==> config.mk <==
export PLATFORM = sky130hd
export DESIGN_NAME = usb_tx
export DESIGN_NICKNAME = d
export VERILOG_FILES = /design/src/logic/usb_tx_pkg.sv /design/src/logic/usb_tx.sv /design/src/logic/usb_tx_packet.sv /design/src/logic/usb_encoder.sv
export SDC_FILE = /design/constraint.sdc
export NUM_CORES = 1
export LEC_CHECK = 0
export BUFFER_PORTS_ARGS = -buffer_cell sky130_fd_sc_hd__buf_2
export CAP_MARGIN = 20
export CORE_UTILIZATION = 27
export CTS_CLUSTER_SIZE = 8
export DETAILED_ROUTE_END_ITERATION = 8
export MAX_ROUTING_LAYER = met4
export PLACE_DENSITY_LB_ADDON = 0.1
export SYNTH_ARGS = -nofsm -noshare
export SYNTH_HDL_FRONTEND = slang
export SYNTH_SLANG_ARGS = --single-unit
export TNS_END_PERCENT = 5
==> constraint.sdc <==
create_clock -name tb_clk -period 2.4 [get_ports tb_clk]
set_input_delay 0.12 -clock tb_clk [delete_from_list [all_inputs] [get_ports tb_clk]]
set_output_delay 0.12 -clock tb_clk [all_outputs]
set_load 0.01 [all_outputs]
==> src/logic/usb_tx_pkg.sv <==
// USB transmit path bus timing and line coding constants
package usb_tx_pkg;

	// Bus timing

	// Clocks per full-speed bit time
	localparam int bit_clocks = 8;

	// Bit-period counter width, enough for bit_clocks states
	localparam int bit_count_width = 3;

	// Byte payload

	// Bits per producer byte
	localparam int byte_width = 8;

	// Count of bits still waiting in the shift register
	localparam int bits_left_width = 4;

	// Line coding

	// Ones in a row before a zero is stuffed
	localparam int stuff_run = 6;

	// Counter width for the ones run
	localparam int ones_count_width = 3;

	// Bit times of SE0 at the end of a packet
	localparam int eop_se0_bits = 2;

	// Counter width for the SE0 bit times
	localparam int se0_count_width = 2;

endpackage
==> src/logic/usb_tx.sv <==
// USB full-speed transmit line path from byte producer to D+ and D-
`timescale 1ns/100ps

module usb_tx
(
	input  logic                              tb_clk,
	input  logic                              arst_n,
	input  logic [usb_tx_pkg::byte_width-1:0] tx_byte,
	input  logic                              tx_load,
	input  logic                              tx_last,
	output logic                              tx_empty,
	output logic                              tx_busy,
	output logic                              d_plus_out,
	output logic                              d_minus_out
);

	// Controller to encoder
	logic tx_shift;
	logic tx_out_bit;
	logic create_eop;
	// Encoder back to controller
	logic tx_hold;
	logic line_idle;

	// Byte pacing and end of packet request
	usb_tx_packet u_packet
	(
		.tb_clk     (tb_clk),
		.arst_n     (arst_n),
		.tx_byte    (tx_byte),
		.tx_load    (tx_load),
		.tx_last    (tx_last),
		.tx_hold    (tx_hold),
		.line_idle  (line_idle),
		.tx_empty   (tx_empty),
		.tx_busy    (tx_busy),
		.tx_shift   (tx_shift),
		.tx_out_bit (tx_out_bit),
		.create_eop (create_eop)
	);

	// Stuffing, NRZI and line drive
	usb_encoder u_encoder
	(
		.tb_clk      (tb_clk),
		.arst_n      (arst_n),
		.tx_out_bit  (tx_out_bit),
		.tx_shift    (tx_shift),
		.create_eop  (create_eop),
		.tx_hold     (tx_hold),
		.line_idle   (line_idle),
		.d_plus_out  (d_plus_out),
		.d_minus_out (d_minus_out)
	);

endmodule

==> src/logic/usb_tx_packet.sv <==
// USB transmit packet controller that paces loaded bytes out as bus-rate bit strobes
`timescale 1ns/100ps

module usb_tx_packet
(
	input  logic                              tb_clk,
	input  logic                              arst_n,
	input  logic [usb_tx_pkg::byte_width-1:0] tx_byte,
	input  logic                              tx_load,
	input  logic                              tx_last,
	input  logic                              tx_hold,
	input  logic                              line_idle,
	output logic                              tx_empty,
	output logic                              tx_busy,
	output logic                              tx_shift,
	output logic                              tx_out_bit,
	output logic                              create_eop
);
	import usb_tx_pkg::*;

	// Current byte, bit 0 goes out first
	logic [byte_width-1:0] shift_reg;
	// Bits of the current byte not yet on the line
	logic [bits_left_width-1:0] bits_left;
	// Current byte closes the packet
	logic last_byte;
	// Position inside the bit period
	logic [bit_count_width-1:0] bit_count;
	// EOP handed to the encoder, waiting for the line to go idle
	logic eop_phase;
	// Scheduled strobe slot
	logic bit_time;
	logic load_ok;
	logic advance;

	// One slot per bit period while busy
	assign bit_time = tx_busy && (bit_count == bit_count_width'(bit_clocks - 1));

	// Out of bits in the data phase ends the packet
	// A pending stuffed zero still goes out first
	// Covers both the last byte and a producer underrun
	assign create_eop = bit_time && !eop_phase && (bits_left == '0) && !tx_hold;

	// EOP slot replaces the strobe
	assign tx_shift = bit_time && !create_eop;

	// Room for the next byte once the shift register has run dry
	// Closed while an EOP is pending or being issued
	assign tx_empty = !eop_phase && !last_byte && (bits_left == '0) && !create_eop;

	assign load_ok = tx_load && tx_empty;

	// Stuffed zeros and EOP strobes leave the byte alone
	assign advance = tx_shift && !tx_hold && !eop_phase;

	assign tx_out_bit = shift_reg[0];

	// Bit timer
	always_ff @(posedge tb_clk or negedge arst_n)
	begin
		if (!arst_n)
		begin
			tx_busy   <= 1'b0;
			bit_count <= '0;
		end
		else if (load_ok && !tx_busy)
		begin
			// First byte of a packet starts the bit grid
			tx_busy   <= 1'b1;
			bit_count <= '0;
		end
		else if (eop_phase && line_idle)
		begin
			tx_busy <= 1'b0;
		end
		else if (tx_busy)
		begin
			// Wraps every bit_clocks clocks
			bit_count <= bit_count + 1'b1;
		end
	end

	// End of packet tracking
	always_ff @(posedge tb_clk or negedge arst_n)
	begin
		if (!arst_n)
		begin
			eop_phase <= 1'b0;
		end
		else if (create_eop)
		begin
			eop_phase <= 1'b1;
		end
		else if (line_idle)
		begin
			// Trailing J done
			eop_phase <= 1'b0;
		end
	end

	// Byte accounting
	always_ff @(posedge tb_clk or negedge arst_n)
	begin
		if (!arst_n)
		begin
			bits_left <= '0;
			last_byte <= 1'b0;
		end
		else if (load_ok)
		begin
			// Later loads join the running grid
			bits_left <= bits_left_width'(byte_width);
			last_byte <= tx_last;
		end
		else if (advance)
		begin
			bits_left <= bits_left - 1'b1;
		end
		else if (create_eop)
		begin
			last_byte <= 1'b0;
		end
	end

	// Byte shifter
	always_ff @(posedge tb_clk)
	begin
		if (load_ok)
		begin
			shift_reg <= tx_byte;
		end
		else if (advance)
		begin
			shift_reg <= {1'b0, shift_reg[byte_width-1:1]};
		end
	end

	// Producer only loads into an empty buffer
	assert property (@(posedge tb_clk) disable iff (!arst_n) tx_load |-> tx_empty);

endmodule

==> src/logic/usb_encoder.sv <==
// USB line encoder with bit stuffing, NRZI coding and end-of-packet drive
`timescale 1ns/100ps

module usb_encoder
(
	input  logic tb_clk,
	input  logic arst_n,
	input  logic tx_out_bit,
	input  logic tx_shift,
	input  logic create_eop,
	output logic tx_hold,
	output logic line_idle,
	output logic d_plus_out,
	output logic d_minus_out
);
	import usb_tx_pkg::*;

	// Ones sent in a row, across byte boundaries
	logic [ones_count_width-1:0] ones_count;
	// NRZI level, high is J
	logic nrzi_level;
	// SE0 part of the EOP
	logic se0_phase;
	// Closing J part of the EOP
	logic j_phase;
	// SE0 bit times already done
	logic [se0_count_width-1:0] se0_count;
	// Bit that the current strobe puts on the line
	logic data_bit;
	logic next_level;

	// Full run of ones forces a zero on the next strobe
	assign tx_hold = (ones_count == ones_count_width'(stuff_run));

	assign data_bit = tx_hold ? 1'b0 : tx_out_bit;

	// Zero toggles the line, one keeps it
	assign next_level = data_bit ? nrzi_level : !nrzi_level;

	always_ff @(posedge tb_clk or negedge arst_n)
	begin
		if (!arst_n)
		begin
			ones_count  <= '0;
			nrzi_level  <= 1'b1;
			se0_phase   <= 1'b0;
			j_phase     <= 1'b0;
			se0_count   <= '0;
			line_idle   <= 1'b1;
			d_plus_out  <= 1'b1;
			d_minus_out <= 1'b0;
		end
		else if (create_eop)
		begin
			// SE0 starts, next packet begins from J
			ones_count  <= '0;
			nrzi_level  <= 1'b1;
			se0_phase   <= 1'b1;
			se0_count   <= '0;
			line_idle   <= 1'b0;
			d_plus_out  <= 1'b0;
			d_minus_out <= 1'b0;
		end
		else if (tx_shift)
		begin
			if (se0_phase)
			begin
				if (se0_count == se0_count_width'(eop_se0_bits - 1))
				begin
					// SE0 over, one bit time of J
					se0_phase   <= 1'b0;
					j_phase     <= 1'b1;
					d_plus_out  <= 1'b1;
					d_minus_out <= 1'b0;
				end
				else
				begin
					se0_count <= se0_count + 1'b1;
				end
			end
			else if (j_phase)
			begin
				// Line stays at J from here on
				j_phase   <= 1'b0;
				line_idle <= 1'b1;
			end
			else
			begin
				line_idle   <= 1'b0;
				nrzi_level  <= next_level;
				d_plus_out  <= next_level;
				d_minus_out <= !next_level;
				if (data_bit)
				begin
					ones_count <= ones_count + 1'b1;
				end
				else
				begin
					// Stuffed or real zero ends the run
					ones_count <= '0;
				end
			end
		end
	end

	// No SE1 on the line
	assert property (@(posedge tb_clk) disable iff (!arst_n) !(d_plus_out && d_minus_out));

	// EOP has cleared the ones run before its SE0 strobes
	assert property (@(posedge tb_clk) disable iff (!arst_n)
		(tx_shift && se0_phase) |-> !tx_hold);

endmodule

-- Word level (Yosys, flattened, before mapping)
Cells that the tools add are included.
- bits in registers: 29
- latch bits: 0
- memory bits (writable): 0
- bits in read-only memories: 0
- input port bits: 12
- output and inout bits: 4
- memories kept: 0
- add/subtract/negate cells: 4
- multipliers: 0
- divide/modulo/power cells: 0
- order comparisons: 0
- equality and inequality tests: 11
- shift-type cells: 0
- mux-type cells: 47
- bitwise operators: 1
- reductions and logical operators: 35
- operators with widths (cell ; number):
    two-way mux 1 bit ; 31
    two-way mux 3 bit ; 8
    two-way mux 8 bit ; 2
    nonzero test 2 bit ; 7
    logical AND 1 bit ; 13
    AND reduction 3 bit ; 4
    two-way mux 2 bit ; 4
    two-way mux 4 bit ; 2
    != test 2 bit, second input constant ; 4
    zero test 1 bit ; 7
    adder 3 x 1 -> 3 bit, second input constant ; 2
    == test 3 bit, second input constant ; 2
    AND reduction 2 bit ; 3
    zero test 4 bit ; 1
    != test 2 x 1 -> 1 bit, second input constant ; 2
    subtractor 4 x 1 -> 4 bit, second input constant ; 1
    != test 3 x 2 -> 1 bit, second input constant ; 1
    != test 3 bit, second input constant ; 1
    adder 2 x 1 -> 2 bit, second input constant ; 1
    == test 2 x 1 -> 1 bit, second input constant ; 1
    NOT 1 bit ; 1

-- Depth between registers and ports, before layout
- depth in word-level cells: 11
- gate-level depth with buffers: 7
- depth with buffers taken out: 6

-- Modules after synthesis
A second synthesis with hierarchy kept.
- cells, all modules: 130
- area, all modules: 1552.7 µm²
- modules (own cells, without submodules) (module ; instances ; cells each ; area each (µm²) ; sequential area each (µm²)):
    usb_tx_packet ; 1 ; 76 ; 965.9 ; 490.5
    usb_encoder ; 1 ; 54 ; 586.8 ; 279.0

-- Worst setup path after synthesis
Ideal clock, no wire load.
- path type: register to register
- start: register u_packet.bit_count[0]
- end: register u_packet.shift_reg[0] (enable)
- library setup time: 0.378 ns
- data arrival time: 1.493 ns
- data required time: 2.022 ns
- path slack: 0.529 ns
- stages on the path, launching flop included: 6
- buffers on the path: 1
- path through: dfrtp_1 -> ha_1 -> ha_1 -> nand2_1 -> buf_2 -> o31ai_2
- longest elaborated chain between the ends: 10
- ends and longest elaborated chain (item ; line ; text):
    start, declared ; usb_tx_packet.sv:28 ; logic [bit_count_width-1:0] bit_count;
    start signal, assigned ; usb_tx_packet.sv:79 ; bit_count <= bit_count + 1'b1;
    == test 3 bit * ; usb_tx_packet.sv:37 ; assign bit_time = tx_busy && (bit_count == bit_count_width'(bit_clocks - 1));
    logical AND 1 bit * ; usb_tx_packet.sv:37 ;
    logical AND 1 bit (3 in series) ; usb_tx_packet.sv:42 ; assign create_eop = bit_time && !eop_phase && (bits_left == '0) && !tx_hold;
    zero test 1 bit ; usb_tx_packet.sv:45, usb_tx_packet.sv:49 ;
    logical AND 1 bit ; usb_tx_packet.sv:45 ; assign tx_shift = bit_time && !create_eop;
    logical AND 1 bit (2 in series) ; usb_tx_packet.sv:54 ; assign advance = tx_shift && !tx_hold && !eop_phase;
    nonzero test 2 bit (no line) * ; n/a ;
    end signal, assigned ; usb_tx_packet.sv:130 ; shift_reg <= tx_byte;
    end signal, assigned ; usb_tx_packet.sv:134 ; shift_reg <= {1'b0, shift_reg[byte_width-1:1]};
    end, declared ; usb_tx_packet.sv:22 ; logic [byte_width-1:0] shift_reg;
Every way passes the cells marked *; elsewhere a longest branch is shown, timed or not.
A chain may end at the register's enable or synchronous reset.

-- Worst setup path after layout
- start: register u_packet.bit_count[0]
- end: output port tx_empty
- longest elaborated chain between the ends: 7
- ends and longest elaborated chain (item ; line ; text):
    == test 3 bit ; usb_tx_packet.sv:37 ;
    logical AND 1 bit ; usb_tx_packet.sv:37 ;
    logical AND 1 bit (3 in series) ; usb_tx_packet.sv:42 ;
    zero test 1 bit ; usb_tx_packet.sv:49 ; assign tx_empty = !eop_phase && !last_byte && (bits_left == '0) && !create_eop;
    logical AND 1 bit ; usb_tx_packet.sv:49 ;
    end, declared ; usb_tx.sv:11 ; output logic tx_empty,
Every way passes these cells.

==> results by group <==
Placement
  – Post-DP HPWL: about 2200 um
  – RD Place Congestion: between 0.7 and 0.8
  – PortBufs: 15
  – Area of placed instances: approximately 0.0016 mm2

Timing
  – Fin Clk Skew: 0.00800 ns
  – Worst-Margin Slew: around 0.85 ns
  – Max Freq: between 400 and 500 MHz
  – Fin crit share: 0.893
  – Setup TNS: 0 ns
  – Max-slew violations: 0
  – RSZ-0062 raised after global routing: no
  – Period minus WS final: about 2.1 ns
  – Final hold violations: 0
  – Setup violators final: 0
  – Relative slew slack: 0.430

Finish
  – Multi-input logic area: around 680 um2
  – Commonest non-fill, non-tap cell in the layout: nand2_1
  – # fillers: about 540
  – Post-Layout Inst Area: roughly 0.0017 mm2
  – Share of layout cells above drive strength 1: 0.242
  – Max reg flops: 8
  – Register area: ~770 um2
  – Synth-to-Final Area Change: 16.2%
  – Antenna Diode Count: 0
  – Most frequent cells in the layout: 21 x nand2_1, 18 x dfrtp_1, 15 x buf_2
  – NumNets Final: 178

Pwr
  – Max VDD drop: 214 uV
  – LEAKAGE: roughly 0.75 nW
  – Cell Pwr Density: 521 mW/mm2

Clock network
  – TritonCTS clock tree: done
  – Worst-path clk slew: ~0.060 ns
  – Max Buffers Root-to-Sink: 2
  – Skew-Pair Late Insertion Delay: 0.28 ns
  – Sink Count: 29
  – Num CTS Buffers: 5
  – Post-cts sizing count: 0
  – Root Buffer: clkbuf_8
  – H-tree depth: 2

Synth
  – Ys Warns: 0
  – Netlist Area Pre-Place: around 0.0015 mm2
  – Synth Area in XOR/XNOR: 0.0117
  – Largest family of logic cells by synthesized area: compound AO/OA/AOI/OAI gates
  – Top cell type by total area after synthesis: dfrtp_1
  – Post-synthesis mux area share: 0.0819
  – Flops & latches, synth: 29
  – Top post-synthesis cells by area: dfrtp_1 30%, edfxtp_1 16%, mux2_2 7.5%
  – Share of synthesized registers carrying an async set or reset: 0.724
  – Post-synth top area share: 0.301
  – Compound-cell area share of the yosys netlist: 0.155
  – Simple-gate share of the synthesized area: 0.152
  – Sequential share of the synthesized area: 0.514
  – Synthesized area per cell: 10.7 um2
  – Adder-cell share of the synthesized area: 0.0501
  – Unique masters post-synth: 37
  – Most used DFF post-synth: dfrtp_1
  – Syn nets: between 150 and 200
  – Syn Inst Count: 140
  – Number of synthesized flops with an enable pin: 8

Worst setup path
  – R2r setup slk: approximately 0.32 ns
  – Worst EP arrival: 2.02 ns
  – WS Path Type: register to output pin
  – CP Data Required Time: around 2.3 ns
  – Crit-path max FO: 10
  – CP endpoint kind: output pin
  – Crit start category: register

Drt
  – Vias per inst: around 4.7
  – Antenna viol nets, final: 0
  – DRT iter0 DRCs: 44
  – Iteration count of the initial detailed-routing pass: 4
  – Final WL: a little over 3000 um
  – DR DRC count: 0
  – DR vias: 1,096
  – Routed len/inst: about 13 um

Die
  – Die height: around 76 um
  – Starting density of the core: 0.286
  – Top Ports: 16
  – Die ar.: 0.00585 mm2
  – Core ar.: between 0.005 and 0.006 mm2
  – Die width: ~76 um
  – Cell Rows: 26

Global routing
  – Overflow after GRT: 0
  – Largest net degree at the start of global routing: 22
  – Initial antenna violation count: 0
  – Gr usage total: 0.123
  – Vias in the first global route: around 1,100
  – First-pass GRT wire length: roughly 5300 um

Flow run
  – Max-cap violations: 0

Run status
  – Outcome: finished, final reports clean

Hold path
  – Hold Crit Class: input port to register
[logic make-up (layout without fill, tap and decap cells)]
kind of cell	after synthesis	count (layout)
multiplexers	11	11
buffers and inverters	13	34
adder cells (fa/ha/maj)	6	6
XOR/XNOR	2	2
AO/OA/AOI/OAI	33	33
flip-flops	29	29
AND/OR/NAND/NOR	46	46
[metal layers]
metal,up-vias,global-route usage,wire length [um]
met5,-,-,0
met4,0,0.0596,58
met3,8,0.0323,121
met2,18,0.184,1380
met1,530,0.154,1530
li1,540,-,-
[worst paths after layout]
check	depth (start not counted)	startpoint	endpoint
max	7	u_packet.bit_count[0]	tx_empty
min	2	tx_last	u_packet.last_byte
max reg2reg	4	u_encoder.ones_count[0]	u_packet.shift_reg[5]
min reg2reg	2	u_encoder.line_idle	u_encoder.line_idle
max in group asynchronous	2	arst_n	u_encoder.line_idle
min in group asynchronous	2	arst_n	u_encoder.d_minus_out
[critical path, stage by stage, from the launching register on]
cell	delay, ns
dfrtp_1	0.40
ha_1	0.21
ha_1	0.18
nand2_1	0.17
buf_4	0.21
nor2_1	0.10
nor4_1	0.28
buf_2	0.19
[synthesized netlist by cell type, types with 3 or more instances]
master    instances
edfxtp_1          8
o22ai_1           4
dfrtp_1          18
dfstp_2           3
inv_1             9
nor2_1            7
buf_2             3
ha_1              6
nand2_1          21
mux2_2           10
a21oi_1           7
o21ai_0          10
nand3_1           4
[power breakdown]
group	leakage [nW]	switching, mW	internal [mW]
logic	0.361	0.0103	0.00751
registers	0.347	0	0.506
clock network	0.0430	0.189	0.195
[stage by stage]
step                hold WS [ns]  power [mW]  worst slack [ns]  cells  utilization
finish                    0.0688       0.907             0.257    231        0.332
detailed placement         0.129       0.533             0.291    222        0.315
global route              0.0753       0.949            0.0752    231        0.332
global placement           0.111       0.532             0.381    222        0.315
floorplan                 -0.176       0.515             0.529    140            -
CTS                       0.0624       0.925             0.194    231        0.332
[timing repair]
item / 4_1_cts / 5_1_grt
endpoints found under the hold margin: 18 / 0
hold buffers: 1 / 0
setup buffers: 0 / 0
[area by class of cell]
| class | instances | area share |
|---|---|---|
| clock buffer | 5 | 0.0395 |
| clock inverter | 3 | 0.00719 |
| inverter | 9 | 0.0194 |
| multi-input combinational | 98 | 0.388 |
| sequential | 29 | 0.442 |
| tap | 70 | 0.0503 |
| timing repair buffer | 17 | 0.0532 |
Note: power is estimated with default switching activity, not from simulation.
